File: src/rtl/larvaIoPkg.sv
//////////////////////////////////////////////////
// Shared constants of the I/O subsystem
// Bus widths, unit numbers, UART divider, PWM period
// Referenced by scoped name from every RTL module
//////////////////////////////////////////////////
`default_nettype none

package larvaIoPkg;

	// CPU-side bus
	localparam int DATA_W = 32;                 // Data word
	localparam int STRB_W = DATA_W / 8;         // One strobe per byte lane
	localparam int ADDR_W = 6;                  // Word address, byte bits 7..2
	localparam int SUB_W  = 3;                  // Register select, byte bits 4..2
	localparam int UNIT_W = ADDR_W - SUB_W;     // Unit select, byte bits 7..5

	// Unit numbers in the upper address bits
	localparam logic [UNIT_W-1:0] UNIT_UART  = UNIT_W'(0);  // 0x00
	localparam logic [UNIT_W-1:0] UNIT_PWM   = UNIT_W'(1);  // 0x20, also gpin
	localparam logic [UNIT_W-1:0] UNIT_TIMER = UNIT_W'(3);  // 0x60
	localparam logic [UNIT_W-1:0] UNIT_IRQ   = UNIT_W'(7);  // 0xE0

	// UART bit timing
	localparam int UART_DIVIDER = 16;           // Clocks per serial bit
	localparam int DIV_W = $clog2(UART_DIVIDER);
	localparam logic [DIV_W-1:0] DIV_LAST = DIV_W'(UART_DIVIDER - 1);      // Divider wrap
	localparam logic [DIV_W-1:0] DIV_MID  = DIV_W'(UART_DIVIDER / 2 - 1);  // Mid-bit sample

	// PWM period is PWM_MAX + 1 clocks
	localparam int PWM_W = 8;
	localparam logic [PWM_W-1:0] PWM_MAX = PWM_W'(180);

	localparam int GPIN_W = 4;                  // General-purpose inputs

endpackage

`default_nettype wire

File: src/rtl/ioBus.sv
//////////////////////////////////////////////////
// Decoded access strobes from the bridge to one unit
// Strobes are only high in the completing cycle
//////////////////////////////////////////////////
`timescale 1ns/100ps
`default_nettype none

interface ioBus;

	logic write;                                // Completes with wstrb[0]
	logic read;                                 // Completes with no strobes
	logic fullWrite;                            // Completes with all four strobes
	logic [larvaIoPkg::SUB_W-1:0] subAddr;      // Register inside the unit
	logic [larvaIoPkg::DATA_W-1:0] wdata;

	// Bridge side drives everything
	modport bridge (
		output write,
		output read,
		output fullWrite,
		output subAddr,
		output wdata
	);

	// Peripheral side only listens
	modport unit (
		input write,
		input read,
		input fullWrite,
		input subAddr,
		input wdata
	);

endinterface

`default_nettype wire

File: src/rtl/ioBridge.sv
//////////////////////////////////////////////////
// Bus bridge of the I/O block
// Unit decode, UART stall, gated strobes,
// free-running timer and the read-data mux
//////////////////////////////////////////////////
`timescale 1ns/100ps
`default_nettype none

module ioBridge (
	input  wire clk,
	input  wire reset,
	input  wire sel,
	input  wire [larvaIoPkg::ADDR_W-1:0] addr,
	input  wire [larvaIoPkg::DATA_W-1:0] wdata,
	input  wire [larvaIoPkg::STRB_W-1:0] wstrb,
	ioBus.bridge uartBus,
	ioBus.bridge pwmBus,
	ioBus.bridge irqBus,
	input  wire txRdy,
	input  wire rxValid,
	input  wire rxOverrun,
	input  wire rxFrameErr,
	input  wire [7:0] rxData,
	input  wire pwmIrq,
	input  wire [2:0] irqEn,
	input  wire [larvaIoPkg::GPIN_W-1:0] gpin,
	output logic [larvaIoPkg::DATA_W-1:0] rdata,
	output logic stall
);

	logic [larvaIoPkg::UNIT_W-1:0] unit;
	logic [larvaIoPkg::SUB_W-1:0] subAddr;
	logic isWrite;                              // Any strobe set
	logic uartData;                             // Access to the UART data register
	logic done;                                 // Access completes this cycle
	logic uartHit, pwmHit, irqHit;
	logic [larvaIoPkg::DATA_W-1:0] timer;

	assign unit    = addr[larvaIoPkg::ADDR_W-1:larvaIoPkg::SUB_W];
	assign subAddr = addr[larvaIoPkg::SUB_W-1:0];
	assign isWrite = |wstrb;

	// Hold reads of an empty RX buffer and writes to a busy TX
	assign uartData = sel & (unit == larvaIoPkg::UNIT_UART) & (subAddr == '0);
	assign stall = uartData & ((~isWrite & ~rxValid) | (isWrite & ~txRdy));
	assign done  = sel & ~stall;

	assign uartHit = done & (unit == larvaIoPkg::UNIT_UART);
	assign pwmHit  = done & (unit == larvaIoPkg::UNIT_PWM);
	assign irqHit  = done & (unit == larvaIoPkg::UNIT_IRQ);

	////////////////////////////////////////////////////
	// Strobes, one set per unit
	assign uartBus.write     = uartHit & wstrb[0];
	assign uartBus.read      = uartHit & ~isWrite;
	assign uartBus.fullWrite = uartHit & (&wstrb);
	assign uartBus.subAddr   = subAddr;
	assign uartBus.wdata     = wdata;

	assign pwmBus.write      = pwmHit & wstrb[0];
	assign pwmBus.read       = pwmHit & ~isWrite;
	assign pwmBus.fullWrite  = pwmHit & (&wstrb);
	assign pwmBus.subAddr    = subAddr;
	assign pwmBus.wdata      = wdata;

	assign irqBus.write      = irqHit & wstrb[0];
	assign irqBus.read       = irqHit & ~isWrite;
	assign irqBus.fullWrite  = irqHit & (&wstrb);
	assign irqBus.subAddr    = subAddr;
	assign irqBus.wdata      = wdata;

	// Timer just counts clocks
	always_ff @(posedge clk or posedge reset) begin
		if (reset) begin
			timer <= '0;
		end else begin
			timer <= timer + 1'b1;
		end
	end

	////////////////////////////////////////////////////
	// Read mux, combinational from the address
	always_comb begin
		rdata = '0;
		case (unit)
			larvaIoPkg::UNIT_UART: begin
				if (subAddr == '0) begin
					rdata[7:0] = rxData;                // RX buffer
				end else begin
					rdata[4:0] = {pwmIrq, rxOverrun, rxFrameErr, txRdy, rxValid};
				end
			end
			larvaIoPkg::UNIT_PWM:   rdata[larvaIoPkg::GPIN_W-1:0] = gpin;  // PWM unit is write only
			larvaIoPkg::UNIT_TIMER: rdata = timer;
			larvaIoPkg::UNIT_IRQ:   rdata[2:0] = irqEn;
			default:                rdata = '0;
		endcase
	end

endmodule

`default_nettype wire

File: src/rtl/uartTx.sv
//////////////////////////////////////////////////
// UART transmitter, 8N1 at a fixed divider
// Write to sub-address 0 starts a frame
//////////////////////////////////////////////////
`timescale 1ns/100ps
`default_nettype none

module uartTx (
	input  wire clk,
	input  wire reset,
	ioBus.unit bus,
	output logic txd,
	output logic txRdy
);

	logic load;                                 // New byte accepted
	logic [larvaIoPkg::DIV_W-1:0] txDiv;
	logic divWrap;                              // End of one bit time
	logic [8:0] txSh;                           // Data plus start bit
	logic [3:0] bitCnt;                         // Bits left, zero when idle

	assign load    = bus.write & (bus.subAddr == '0);
	assign divWrap = (txDiv == larvaIoPkg::DIV_LAST);

	// Baud divider, restarted on a load so the start bit is full length
	always_ff @(posedge clk or posedge reset) begin
		if (reset) begin
			txDiv <= '0;
		end else if (load | divWrap) begin
			txDiv <= '0;
		end else begin
			txDiv <= txDiv + 1'b1;
		end
	end

	always_ff @(posedge clk or posedge reset) begin
		if (reset) begin
			txSh   <= '1;                           // Line idles high
			bitCnt <= '0;
		end else if (load) begin
			txSh   <= {bus.wdata[7:0], 1'b0};
			bitCnt <= 4'd10;                        // Start, 8 data, stop
		end else if (divWrap) begin
			txSh <= {1'b1, txSh[8:1]};              // Ones fill in as stop bit
			if (bitCnt != '0) begin
				bitCnt <= bitCnt - 1'b1;
			end
		end
	end

	assign txd   = txSh[0];
	assign txRdy = (bitCnt == '0);

endmodule

`default_nettype wire

File: src/rtl/uartRx.sv
//////////////////////////////////////////////////
// UART receiver, 8N1 at a fixed divider
// Read of sub-address 0 returns the byte and
// clears the valid and overrun flags
//////////////////////////////////////////////////
`timescale 1ns/100ps
`default_nettype none

module uartRx (
	input  wire clk,
	input  wire reset,
	ioBus.unit bus,
	input  wire rxd,
	output logic [7:0] rxData,
	output logic rxValid,
	output logic rxOverrun,
	output logic rxFrameErr
);

	logic [1:0] rxSync;                         // [0] newest sample
	logic rxEdge;
	logic [larvaIoPkg::DIV_W-1:0] rxDiv;
	logic rxSample;                             // Middle of a bit
	logic [9:0] rxSh;
	logic rxDone;                               // Start bit reached bit 0
	logic rxStop;                               // Stop bit of the buffered byte
	logic [1:0] rxFlags;                        // 01 valid, 11 overrun

	always_ff @(posedge clk or posedge reset) begin
		if (reset) begin
			rxSync <= 2'b11;
		end else begin
			rxSync <= {rxSync[0], rxd};
		end
	end

	assign rxEdge   = rxSync[1] ^ rxSync[0];
	assign rxSample = (rxDiv == larvaIoPkg::DIV_MID);
	assign rxDone   = ~rxSh[0];

	// Divider realigns on every line edge
	always_ff @(posedge clk or posedge reset) begin
		if (reset) begin
			rxDiv <= '0;
		end else if (rxEdge | (rxDiv == larvaIoPkg::DIV_LAST)) begin
			rxDiv <= '0;
		end else begin
			rxDiv <= rxDiv + 1'b1;
		end
	end

	////////////////////////////////////////////////////
	// Shifter, buffer and flags
	always_ff @(posedge clk or posedge reset) begin
		if (reset) begin
			rxSh <= '1;
		end else if (rxDone) begin
			rxSh <= '1;                             // Frame captured, rearm
		end else if (rxSample) begin
			rxSh <= {rxSync[1], rxSh[9:1]};
		end
	end

	always_ff @(posedge clk) begin
		if (rxDone) begin
			rxData <= rxSh[8:1];
		end
	end

	always_ff @(posedge clk or posedge reset) begin
		if (reset) begin
			rxStop  <= 1'b1;
			rxFlags <= '0;
		end else if (rxDone) begin
			rxStop  <= rxSh[9];
			rxFlags <= {rxFlags[0], 1'b1};          // Overrun if still unread
		end else if (bus.read & (bus.subAddr == '0)) begin
			rxFlags <= '0;
		end
	end

	assign rxValid    = rxFlags[0];
	assign rxOverrun  = rxFlags[1];
	assign rxFrameErr = ~rxStop;

endmodule

`default_nettype wire

File: src/rtl/pwmGen.sv
//////////////////////////////////////////////////
// PWM generator with a period of PWM_MAX + 1 clocks
// Duty is written any time, used from the next period
//////////////////////////////////////////////////
`timescale 1ns/100ps
`default_nettype none

module pwmGen (
	input  wire clk,
	input  wire reset,
	ioBus.unit bus,
	output logic pwmOut,
	output logic pwmIrq
);

	logic [larvaIoPkg::PWM_W-1:0] pwmCnt;
	logic [larvaIoPkg::PWM_W-1:0] pwmDuty;      // As written
	logic [larvaIoPkg::PWM_W-1:0] pwmBuf;       // Duty of the running period
	logic lastCnt, zeroCnt;

	assign lastCnt = (pwmCnt == larvaIoPkg::PWM_MAX);
	assign zeroCnt = (pwmCnt == '0);

	always_ff @(posedge clk or posedge reset) begin
		if (reset) begin
			pwmCnt  <= '0;
			pwmDuty <= '0;
			pwmBuf  <= '0;
			pwmOut  <= 1'b0;
			pwmIrq  <= 1'b0;
		end else begin
			pwmCnt <= lastCnt ? '0 : pwmCnt + 1'b1;
			if (bus.write) begin
				pwmDuty <= bus.wdata[larvaIoPkg::PWM_W-1:0];
			end
			if (lastCnt) begin
				pwmBuf <= pwmDuty;                  // Glitch-free duty change
			end
			// Match wins over zero, so duty 0 stays low
			if (pwmCnt == pwmBuf) begin
				pwmOut <= 1'b0;
			end else if (zeroCnt) begin
				pwmOut <= 1'b1;
			end
			// Period start flag, any PWM write acknowledges
			if (zeroCnt) begin
				pwmIrq <= 1'b1;
			end else if (bus.write) begin
				pwmIrq <= 1'b0;
			end
		end
	end

endmodule

`default_nettype wire

File: src/rtl/irqCtrl.sv
//////////////////////////////////////////////////
// Interrupt controller
// Enables at subAddr 0..3, vectors at 4..7 (full words)
// Fixed priority: trap, RX, TX, PWM
//////////////////////////////////////////////////
`timescale 1ns/100ps
`default_nettype none

module irqCtrl (
	input  wire clk,
	input  wire reset,
	ioBus.unit bus,
	input  wire rxValid,
	input  wire txRdy,
	input  wire pwmIrq,
	input  wire trap,
	output logic [2:0] irqEn,
	output logic irq,
	output logic [larvaIoPkg::DATA_W-1:2] ivector
);

	logic [larvaIoPkg::DATA_W-1:2] vecTab [4];  // Word-aligned handler addresses
	logic [2:0] irqPen;                         // Enabled and pending
	logic [1:0] vecSel;

	// Enable bits: 0 RX, 1 TX, 2 PWM
	always_ff @(posedge clk or posedge reset) begin
		if (reset) begin
			irqEn <= '0;
		end else if (bus.write & ~bus.subAddr[2]) begin
			irqEn <= bus.wdata[2:0];
		end
	end

	always_ff @(posedge clk) begin
		if (bus.fullWrite & bus.subAddr[2]) begin
			vecTab[bus.subAddr[1:0]] <= bus.wdata[larvaIoPkg::DATA_W-1:2];
		end
	end

	////////////////////////////////////////////////////
	// Priority encoder
	assign irqPen = irqEn & {pwmIrq, txRdy, rxValid};

	always_comb begin
		if (trap) begin
			vecSel = 2'd0;                          // ECALL, EBREAK
		end else if (irqPen[0]) begin
			vecSel = 2'd1;                          // UART RX
		end else if (irqPen[1]) begin
			vecSel = 2'd2;                          // UART TX
		end else begin
			vecSel = 2'd3;                          // PWM, or nothing pending
		end
	end

	assign ivector = vecTab[vecSel];
	assign irq     = (|irqPen) | trap;

endmodule

`default_nettype wire

File: src/rtl/larvaIo.sv
//////////////////////////////////////////////////
// Top of the memory-mapped I/O block
// Word bus in, serial lines, PWM and interrupt out
//////////////////////////////////////////////////
`timescale 1ns/100ps
`default_nettype none

module larvaIo (
	input  wire clk,
	input  wire reset,
	input  wire sel,
	input  wire [larvaIoPkg::ADDR_W-1:0] addr,
	input  wire [larvaIoPkg::DATA_W-1:0] wdata,
	input  wire [larvaIoPkg::STRB_W-1:0] wstrb,
	input  wire [larvaIoPkg::GPIN_W-1:0] gpin,
	input  wire rxd,
	input  wire trap,
	output logic [larvaIoPkg::DATA_W-1:0] rdata,
	output logic stall,
	output logic txd,
	output logic pwmOut,
	output logic irq,
	output logic [larvaIoPkg::DATA_W-1:2] ivector
);

	// Status flags back to the bridge and the interrupt controller
	logic txRdy, rxValid, rxOverrun, rxFrameErr;
	logic [7:0] rxData;
	logic pwmIrq;
	logic [2:0] irqEn;

	ioBus uartBus ();
	ioBus pwmBus ();
	ioBus irqBus ();

	ioBridge i_ioBridge (
		.clk, .reset, .sel, .addr, .wdata, .wstrb,
		.uartBus, .pwmBus, .irqBus,
		.txRdy, .rxValid, .rxOverrun, .rxFrameErr, .rxData,
		.pwmIrq, .irqEn, .gpin,
		.rdata, .stall
	);

	// TX and RX share one strobe set
	uartTx i_uartTx (
		.clk, .reset, .bus(uartBus),
		.txd, .txRdy
	);

	uartRx i_uartRx (
		.clk, .reset, .bus(uartBus), .rxd,
		.rxData, .rxValid, .rxOverrun, .rxFrameErr
	);

	pwmGen i_pwmGen (
		.clk, .reset, .bus(pwmBus),
		.pwmOut, .pwmIrq
	);

	irqCtrl i_irqCtrl (
		.clk, .reset, .bus(irqBus),
		.rxValid, .txRdy, .pwmIrq, .trap,
		.irqEn, .irq, .ivector
	);

endmodule

`default_nettype wire

File: config.mk
export PLATFORM = sky130hd
export DESIGN_NAME = larvaIo
export DESIGN_NICKNAME = d
export VERILOG_FILES = /design/src/rtl/larvaIoPkg.sv /design/src/rtl/ioBus.sv /design/src/rtl/ioBridge.sv /design/src/rtl/uartTx.sv /design/src/rtl/uartRx.sv /design/src/rtl/pwmGen.sv /design/src/rtl/irqCtrl.sv /design/src/rtl/larvaIo.sv
export SDC_FILE = /design/constraint.sdc
export NUM_CORES = 1
export LEC_CHECK = 0
export ABC_AREA = 1
export BUFFER_PORTS_ARGS = -buffer_cell sky130_fd_sc_hd__buf_2
export CAP_MARGIN = 15
export CORE_UTILIZATION = 45
export DETAILED_ROUTE_END_ITERATION = 10
export PLACE_DENSITY = 0.67
export SYNTH_ARGS = -nofsm -noshare
export SYNTH_HDL_FRONTEND = slang
export SYNTH_SLANG_ARGS = --single-unit
File: constraint.sdc
create_clock -name clk -period 3.4 [get_ports clk]
set_clock_uncertainty 0.2 [all_clocks]
set_input_delay 0.17 -clock clk [delete_from_list [all_inputs] [get_ports clk]]
set_output_delay 0.17 -clock clk [all_outputs]
set_load 0.02 [all_outputs]
**After elaboration in Yosys (flattened, before gate mapping)**

Memories as Yosys holds them, arrays and structs flattened.
Index checks and enable logic that the tools add are counted.

- Memories kept: 1
- Register bits: 105
- RAM bits: 120
- Word-level logic and storage cells: 103

Memories:

| name | words | bits a word | rd ports | clocked after memory_dff | write ports | RTL line | text |
|---|---|---|---|---|---|---|---|
| i_irqCtrl.vecTab | 4 | 30 | 1 | 0 | 1 | irqCtrl.sv:22 | `logic [larvaIoPkg::DATA_W-1:2] vecTab [4];` |

- Reduce and logical (&&, ||, !) cells: 13
- Add/subtract/negate cells: 5
- Muxes and demuxes: 27
- Equal/unequal tests: 10
- Bitwise operators: 30

Operator list:

| kind | count |
|---|---|
| $add 32x1->32 const B | 1 |
| $mux 24 | 1 |
| $mux 10 | 2 |
| $mux 4 | 5 |
| $and 1x1->1 | 18 |
| $mux 9 | 2 |
| $pmux 3 s4 | 1 |
| $add 4x1->4 const B | 2 |
| $add 8x1->8 const B | 1 |
| $eq 4x4->1 const B | 2 |
| $eq 8x8->1 | 1 |
| $eq 8x8->1 const B | 1 |
| $logic_not 8->1 | 1 |
| $mux 2 | 4 |
| $mux 8 | 1 |
| $pmux 4 s2 | 1 |
| $reduce_bool 2->1 | 4 |
| $mux 1 | 7 |
| $logic_not 3->1 | 2 |
| $not 1->1 | 6 |
| $mux 5 | 1 |
| $eq 4x3->1 const B | 1 |
| $logic_not 4->1 | 1 |
| $or 1x1->1 | 4 |
| other kinds (15) | 15 |

**Depth between registers and ports, before layout**

Gate-level depths: netlist (run 1).

- Depth in word-level cells: 12
- Mapped depth: 12
- Gate-level depth less buffers: 11

**Hierarchy**

From an unflattened synthesis (run 1), not the netlist that was laid out.

- Cell total of the unflattened synthesis: 1370
- Area, all modules: 11710.0 sq um

By module, submodules not included:

| module | area an instance (sq um) | instances | cells each |
|---|---|---|---|
| irqCtrl | 5465.2 | 1 | 564 |
| ioBridge | 3010.4 | 1 | 442 |
| pwmGen | 1270.0 | 1 | 160 |
| uartRx | 1053.5 | 1 | 94 |
| uartTx | 910.9 | 1 | 110 |

**Worst setup path after synthesis (run 1)**

No wires, ideal clock.

- Path type: register to register
- Start point: register i_uartTx.bitCnt[0]
- End point: memory i_irqCtrl.vecTab[2][0] (netlist bit) (enable)
- Arrival: 2.601 ns
- Stages on the path, launching flop included: 11
- Library setup time: 0.417 ns
- Setup slack: 0.182 ns
- Clock period less this slack: 3.218 ns
- Path through: dfrtp_1 > inv_1 > ha_1 > nand2_1 > nor2_4 > nand2_2 > nand2_4 > nor2_8 > nor2_8 > nand4_1 > nor2_1

- Cells in the longest elaborated chain, start to end: 12

RTL lines:

| what | RTL line | text |
|---|---|---|
| from (decl) | uartTx.sv:20 | `logic [3:0] bitCnt;` |
| from (signal assigned) | uartTx.sv:46 | `bitCnt <= bitCnt - 1'b1;` |
| $logic_not 4->1 | uartTx.sv:52 | `assign txRdy = (bitCnt == '0);` |
| $not 1->1 | ioBridge.sv:45 | `assign stall = uartData & ((~isWrite & ~rxValid) \| (isWrite & ~txRdy));` |
| $and 1x1->1 | ioBridge.sv:45 |  |
| $or 1x1->1 | ioBridge.sv:45 |  |
| $and 1x1->1 | ioBridge.sv:45 |  |
| via stall | larvaIo.sv:19 | `output logic stall,` |
| $not 1->1 | ioBridge.sv:46 | `assign done = sel & ~stall;` |
| $and 1x1->1 | ioBridge.sv:46 |  |
| $and 1x1->1 | ioBridge.sv:50 | `assign irqHit = done & (unit == larvaIoPkg::UNIT_IRQ);` |
| $and 1x1->1 | ioBridge.sv:68 | `assign irqBus.fullWrite = irqHit & (&wstrb);` |
| $and 1x1->1 | irqCtrl.sv:36 | `if (bus.fullWrite & bus.subAddr[2]) begin` |
| $mux 1 | irqCtrl.sv:36 |  |
| $mux 1 (implied by the code) | irqCtrl.sv:37 | `vecTab[bus.subAddr[1:0]] <= bus.wdata[larvaIoPkg::DATA_W-1:2];` |
| to (decl) | irqCtrl.sv:22 |  |

The timed path passes the listed nets, and every way through them passes these cells.

**Worst setup path in the final report (run 1)**

- Start point: register i_uartTx.bitCnt[0]
- End point: output port ivector[11] (netlist bit)

- Cells in the longest elaborated chain, start to end: 6

RTL lines:

| what | RTL line | text |
|---|---|---|
| $logic_not 4->1 | uartTx.sv:52 |  |
| $and 3x3->3 | irqCtrl.sv:43 | `assign irqPen = irqEn & {pwmIrq, txRdy, rxValid};` |
| $mux 1 | irqCtrl.sv:50 | `end else if (irqPen[1]) begin` |
| $mux 2 | irqCtrl.sv:48 | `end else if (irqPen[0]) begin` |
| $mux 2 | irqCtrl.sv:46 | `if (trap) begin` |
| $mem_v2 4x30 | -- |  |
| to (decl) | larvaIo.sv:23 | `output logic [larvaIoPkg::DATA_W-1:2] ivector` |

Every way passes these cells.

==> results of run 1 <==
## worst register-to-register path, cell delays in order, from the launching register on
cell	delay, ps
dfrtp_1	380
inv_1	120
ha_1	180
nand2_1	90
nor2_4	150
nand2_2	80
nand2_4	100
nor2_8	60
nor2_8	150
dlygate4sd3_1	600
nand4_1	70
dlygate4sd3_1	570
nand2_1	60
## kinds of logic after synthesis
group,share of synthesized area [%]
XOR/XNOR,3.189
AO/OA/AOI/OAI,11.14
AND/OR/NAND/NOR,15.08
buffers and inverters,5.998
flip-flops,63.71
adder cells (fa/ha/maj),0.8858
## worst paths after layout
check                                       end  cells past startpoint
setup / recovery                    ivector[11]                     10
hold reg to reg              i_uartRx.rxSync[1]                      0
hold / removal              i_uartRx.rxFlags[1]                      5
min in group asynchronous     i_uartRx.rxDiv[0]                      3
setup reg to reg             i_irqCtrl.irqEn[2]                     12
max in group asynchronous  i_ioBridge.timer[15]                      4
## area by class of cell
class | count | area [um^2]
fillers | 1814 | 9211
flip-flops and latches | 225 | 6299
multi-input cells | 551 | 3009
repair buffers | 175 | 1151
clock buffers | 30 | 685.7
inverters | 119 | 449.2
well taps | 275 | 344.1
clock inverters | 14 | 137.6
## power groups by stage
| stage | clock network, mW | registers [mW] | logic (mW) |
|---|---|---|---|
| after floorplan | 0 | 3.13 | 0.458 |
| after global placement | 0 | 3.15 | 0.651 |
| after detailed placement | 0 | 3.15 | 0.669 |
| after CTS | 2.72 | 3.10 | 0.712 |
| after global routing | 2.82 | 3.11 | 0.785 |
| final | 2.65 | 3.10 | 0.705 |
## repair_timing
item | CTS | global route
hold buffers | 46 | 0
setup buffers | 0 | 0
hold endpoints to repair | 208 | 0
## registers in the layout, summed over array words and instances (netlist names), 8 cells and up
signal	count
i_ioBridge.timer	32
i_irqCtrl.vecTab	120
i_pwmGen.pwmBuf	8
i_pwmGen.pwmCnt	8
i_pwmGen.pwmDuty	8
i_uartRx.rxData	8
i_uartRx.rxSh	10
i_uartTx.txSh	9
## layer usage
| metal | global-route usage, % | wire (um) | vias up |
|---|---|---|---|
| met5 | 0 | 27 | - |
| met2 | 32.69 | 10080 | 186 |
| li1 | - | - | 3494 |
| met3 | 3.121 | 1190 | 35 |
| met4 | 5.707 | 454 | 4 |
| met1 | 26.68 | 9960 | 3398 |
## per-stage QoR
stage	worst slack (ps)	hold WS [ps]	util, %
3_5_place_dp	815.6	57.92	50.70
5_1_grt	111.3	92.04	56.73
3_3_place_gp	906.2	53.27	50.70
4_1_cts	321.0	15.03	56.73
2_1_floorplan	181.8	-25.52	-
6_report	360.3	35.56	56.73
## placed cells by master (no fill, tap or decap), drive strengths merged, types with 40 or more instances in the layout
cell type and instances:
nand2 151, buf 129, dlygate4sd3 46, nor2 89, dfrtp 75, o211ai 40, o21ai 89, inv 119
a21oi 40, edfxtp 128, nand3 41
==> impl_results.md, run 1 <==
* Outcome: finished clean
* Dominant synthesized flop cell: edfxtp_1
* DRC at 0
* Initial DRC count at 420
* Worst r2r src: i_uartTx.bitCnt[0]
* Vias per cell at 5.124
* Count of different cell masters after synthesis at 40
* TNS Setup at 0 ps
* HPWL after detailed placement at 14.22 mm
* H-tree levels at 1
* Dpl cell area at 10790 um^2
* CP startpoint kind: flop
* Seq pwr share at 48.0%
* Crit path time final at 3040 ps
* Area leader, netlist: edfxtp_1
* Slew HR at 58.26%
* Core Rows at 53
* Post-synthesis register bit count at 225
* Area growth syn-to-layout at 22.13%
* Net Sw Frac at 24.40%
* Vias in the first global route at 6905
* Worst Setup SP: i_uartTx.bitCnt[0]
* Worst min path class: input port to flop
* Crit path max-delay family: buffers and inverters
* Starting Density at 46.45%
* Min-delay src: wstrb[2]
* Initial antenna violation count at 2
* IO Pins at 117
* Slowest stage cell, crit path: buf_4
* Unrepaired setup endpoints after global routing: false
* Synth cell count leaders: nand2_1 (141), edfxtp_1 (128), inv_1 (115)
* Nets at 1154
* First-pass GRT wire length at 34.81 mm
* Die Height at 150.2 um
* TritonCTS Sinks at 225
* LEAKAGE at 5.075 nW
* Worst-Margin Slew at 622.7 ps
* CP endpoint kind: output port
* Comb pwr share at 10.9%
* Routability cong. at 0.8169
* PD cells at 534.8 nW/um^2
* Critical Path Max Stage Delay at 440 ps
* Clock Latency Late Sink at 510 ps
* Final count of negative-setup-slack endpoints at 0
* Syn avg cell area at 10.69 um^2
* Routed Antenna Nets at 0
* Worst Path Max Fanout at 60
* EDFF count, synth at 128
* Max Root-Sink Buffers at 3
* Total power draw at 6.458 mW
* Core footprint at 21290 um^2
* Routed len/inst at 15.63 um
* Sequential area share after synthesis at 63.71%
* Synth top area share at 38.88%
* Period Utilization, post-route at 89.40%
* Clk pwr share at 41.1%
* Inserted Diodes at 0
* Worst-path clk slew at 60 ps
* Synth Net Count at 983
* Number of CTS-inserted buffers at 24
* Max-slew violation count at 0
* Crit path DAT at 2670 ps
* Fin. Hold Viols at 0
* Finished Cell Area at 12080 um^2
* GRT overflow at 0
* GRT Total Usage at 19.68%
* Internal power at 4.882 mW
* Psw at 1.576 mW
* CTS tree: done
* Asr flop ratio synth at 43.11%
* Vias at 7117
* Peak supply drop at 0.0004056 V
* Share of layout cells above drive strength 1 at 21.01%
* Die X-Extent at 150.2 um
* TritonRoute pass-1 iters at 5
* Placed Instances at 1299
* Synth area leaders: edfxtp_1 (39%), dfrtp_1 (19%), dfstp_2 (5.8%)
* R2r setup slk at 530 ps
* CTS root buffer: clkbuf_16
* Most common cell in the netlist: nand2_1
* Critical Path RT at 3030 ps
* DRT Wirelength at 21.72 mm
* Yosys warning count at 0
* Post-CTS resize count at 0
* Fmax at 0.3290 GHz
* Largest net degree at the start of global routing at 61
* Die Area at 22570 um^2
* Post-route insts no fill at 1389
* Post-Syn Area at 9887 um^2
* Max-cap violation count at 0
* Type of the worst setup path: flop to output port
* Critical path, cell by cell: inv_1, ha_1, nand2_1, nor2_4, nand3_1, nand2_2, buf_4, o21ai_0, o21ai_1, buf_2
* Port buffer count at 116
* Crit path buffers/inverters at 3
* Gate Count Post-Synth at 925
(Power assumes the default switching activity.)
==> run 2: changes to the inputs <==
--- a/config.mk
+++ b/config.mk
@@ -11,6 +11,7 @@
 export CORE_UTILIZATION = 45
 export DETAILED_ROUTE_END_ITERATION = 10
 export PLACE_DENSITY = 0.67
+export RECOVER_POWER = 50
 export SYNTH_ARGS = -nofsm -noshare
 export SYNTH_HDL_FRONTEND = slang
 export SYNTH_SLANG_ARGS = --single-unit
==> impl_results.md, run 2 (same netlist as run 1, synthesis figures left out) <==
* Outcome: finished with violations
* Failing checks: capacitance limit, slew limit
* Slew HR at -17.44% (-76 points)
* Vias in the first global route at 6905 (unchanged)
* Max-cap violation count at 1 (+1)
* Final count of negative-setup-slack endpoints at 0 (unchanged)
* First-pass GRT wire length at 34.81 mm (unchanged)
* TNS Setup at 0 ps (unchanged)
* GRT Total Usage at 19.68% (unchanged)
* Number of CTS-inserted buffers at 24 (unchanged)
* GRT overflow at 0 (unchanged)
* Initial antenna violation count at 2 (unchanged)
* Clock Latency Late Sink at 510 ps (about the same)
* Nets at 1154 (unchanged)
* Top sig layer: met5
* Post-route insts no fill at 1389 (unchanged)
* Fmax at 0.3289 GHz (about the same)
* Number of cells on the worst hold path at 5 (unchanged)
* Dpl cell area at 10790 um^2 (unchanged)
* Critical Path RT at 3030 ps (about the same)
* Post-CTS resize count at 0 (unchanged)
* H-tree levels at 1 (unchanged)
* Core Rows at 53 (unchanged)
* Largest net degree at the start of global routing at 61 (unchanged)
* Vias at 7078 (-0.55%)
* Pre-CTS WS at 815.6 ps (unchanged)
* Crit path DAT at 2670 ps (about the same)
* LEAKAGE at 4.963 nW (-2.2%)
* Max Root-Sink Buffers at 3 (unchanged)
* Reg2reg path depth at 12 (unchanged)
* Routed Antenna Nets at 0 (unchanged)
* Post-CTS Hold Fix Bufs at 46 (unchanged)
* Finished Cell Area at 11990 um^2 (-0.71%)
* Area growth syn-to-layout at 21.26%
* Multi-input logic area at 2984 um^2 (-0.83%)
* Met3 Routed Length at 1.000 mm (-16%)
* Worst-path clk slew at 60 ps (about the same)
* Peak supply drop at 0.0004026 V (-0.74%)
* Worst Setup SP: i_uartTx.bitCnt[0]
* Number of flip-flops in the largest register at 120 (unchanged)
* Worst Path Max Fanout at 60 (unchanged)
* Fin. Hold Viols at 0 (unchanged)
* CTS tree: done
* Max-slew violation count at 40 (+40)
* DR WL met2 at 10.15 mm (+0.65%)
* Post-CTS Setup Bufs at 0 (unchanged)
* Worst min path class: input port to flop
* Register area at 6299 um^2 (unchanged)
* Worst-Margin Slew at 1752 ps (+1129 ps)
* Worst r2r src: i_uartTx.bitCnt[0]
* Die X-Extent at 150.2 um (unchanged)
* TritonRoute pass-1 iters at 5 (unchanged)
* TritonCTS Sinks at 225 (unchanged)
* Port buffer count at 116 (unchanged)
* Crit path time final at 3041 ps (+1.185 ps)
* Inserted Diodes at 0 (unchanged)
* Core footprint at 21290 um^2 (unchanged)
* CTS root buffer: clkbuf_16
* Min-delay src: wstrb[2]
* Reg2reg end: i_irqCtrl.irqEn[2]
* Initial DRC count at 396 (-5.7%)
* Routed len/inst at 15.65 um (+0.11%)
* Routability cong. at 0.8169 (unchanged)
* Placed Instances at 1299 (unchanged)
* WL met1 at 10.11 mm (+1.5%)
* Die Height at 150.2 um (unchanged)
* Share of layout cells above drive strength 1 at 17.06% (-3.9 points)
* DRT Wirelength at 21.74 mm (+0.11%)
* Most common cell after layout, fill and taps aside: nand2_1
* HPWL after detailed placement at 14.22 mm (unchanged)
* Vias per cell at 5.096 (-0.55%)
* IO Pins at 117 (unchanged)
* Period Utilization, post-route at 89.44% (about the same)
* Starting Density at 46.45% (unchanged)
* CP startpoint kind: flop
* Smallest setup slack after layout at 359.1 ps (-1.185 ps)
* R2r setup slk at 540 ps (about the same)
* DRC at 0 (unchanged)
* Min-Delay Endpoint: i_uartRx.rxFlags[1]
* Most frequent cells in the layout: nand2_1 (142), edfxtp_1 (128), inv_1 (114)
* CP endpoint kind: output port
* Die Area at 22570 um^2 (unchanged)
* PD cells at 538.0 nW/um^2 (+0.59%)
* Unrepaired setup endpoints after global routing: false
* Fill cells at 1843 (+1.6%)
* Type of the worst setup path: flop to output port
run 2: cell count changes in the layout (fill, tap and decap cells not counted), sizes merged:
cell	before	now
clkinvlp	3	4
inv	119	118
clkbuf	30	65
buf	129	94
run 2: per-stage QoR:
step	utilization (%)	power, mW	hold WS [ps]
2_1_floorplan	-	3.589	-25.52
3_3_place_gp	50.70	3.797	53.27
3_5_place_dp	50.70	3.816	57.92
4_1_cts	56.73	6.528	15.03
5_1_grt	56.32	6.704	91.00
6_report	56.32	6.450	41.94
run 2: worst max path at each step:
| stage | slack (ps) | end |
|---|---|---|
| 5_1_grt | 110 | ivector[11] |
| 3_5_place_dp | 820 | i_irqCtrl.vecTab[2][25] |
| 2_1_floorplan | 180 | i_irqCtrl.vecTab[2][0] |
| 6_report | 360 | ivector[11] |
| 4_1_cts | 320 | ivector[11] |
| 3_3_place_gp | 910 | i_irqCtrl.vecTab[2][25] |
run 2: cell type report:
cell class,count,share of cell area (%)
sequential,225,52.54
timing repair buffer,175,9.100
clock inverter,14,1.148
multi-input combinational,551,24.89
tap,275,2.870
clock buffer,30,5.719
inverter,119,3.736
run 2: worst max-delay path: stages (launching register included):
cell	delay [ps]
dfrtp_1	380
inv_1	120
ha_1	180
nand2_1	90
nor2_4	140
nand3_1	130
nand2_2	80
buf_4	440
o21ai_0	150
o21ai_1	220
buf_2	200
run 2: routing by layer:
metal	GRT usage [%]	up-vias
met5	0	-
met4	5.707	4
met3	3.121	36
met2	32.69	170
met1	26.68	3371
li1	-	3497
run 2: where the power goes:
group          total (mW)  internal [mW]  switching [mW]  leakage, nW
Clock                2.65           1.59            1.06        0.398
Combinational       0.696          0.265           0.432         2.19
Sequential           3.10           3.02          0.0800         2.37
Total                6.45           4.87            1.58         4.96
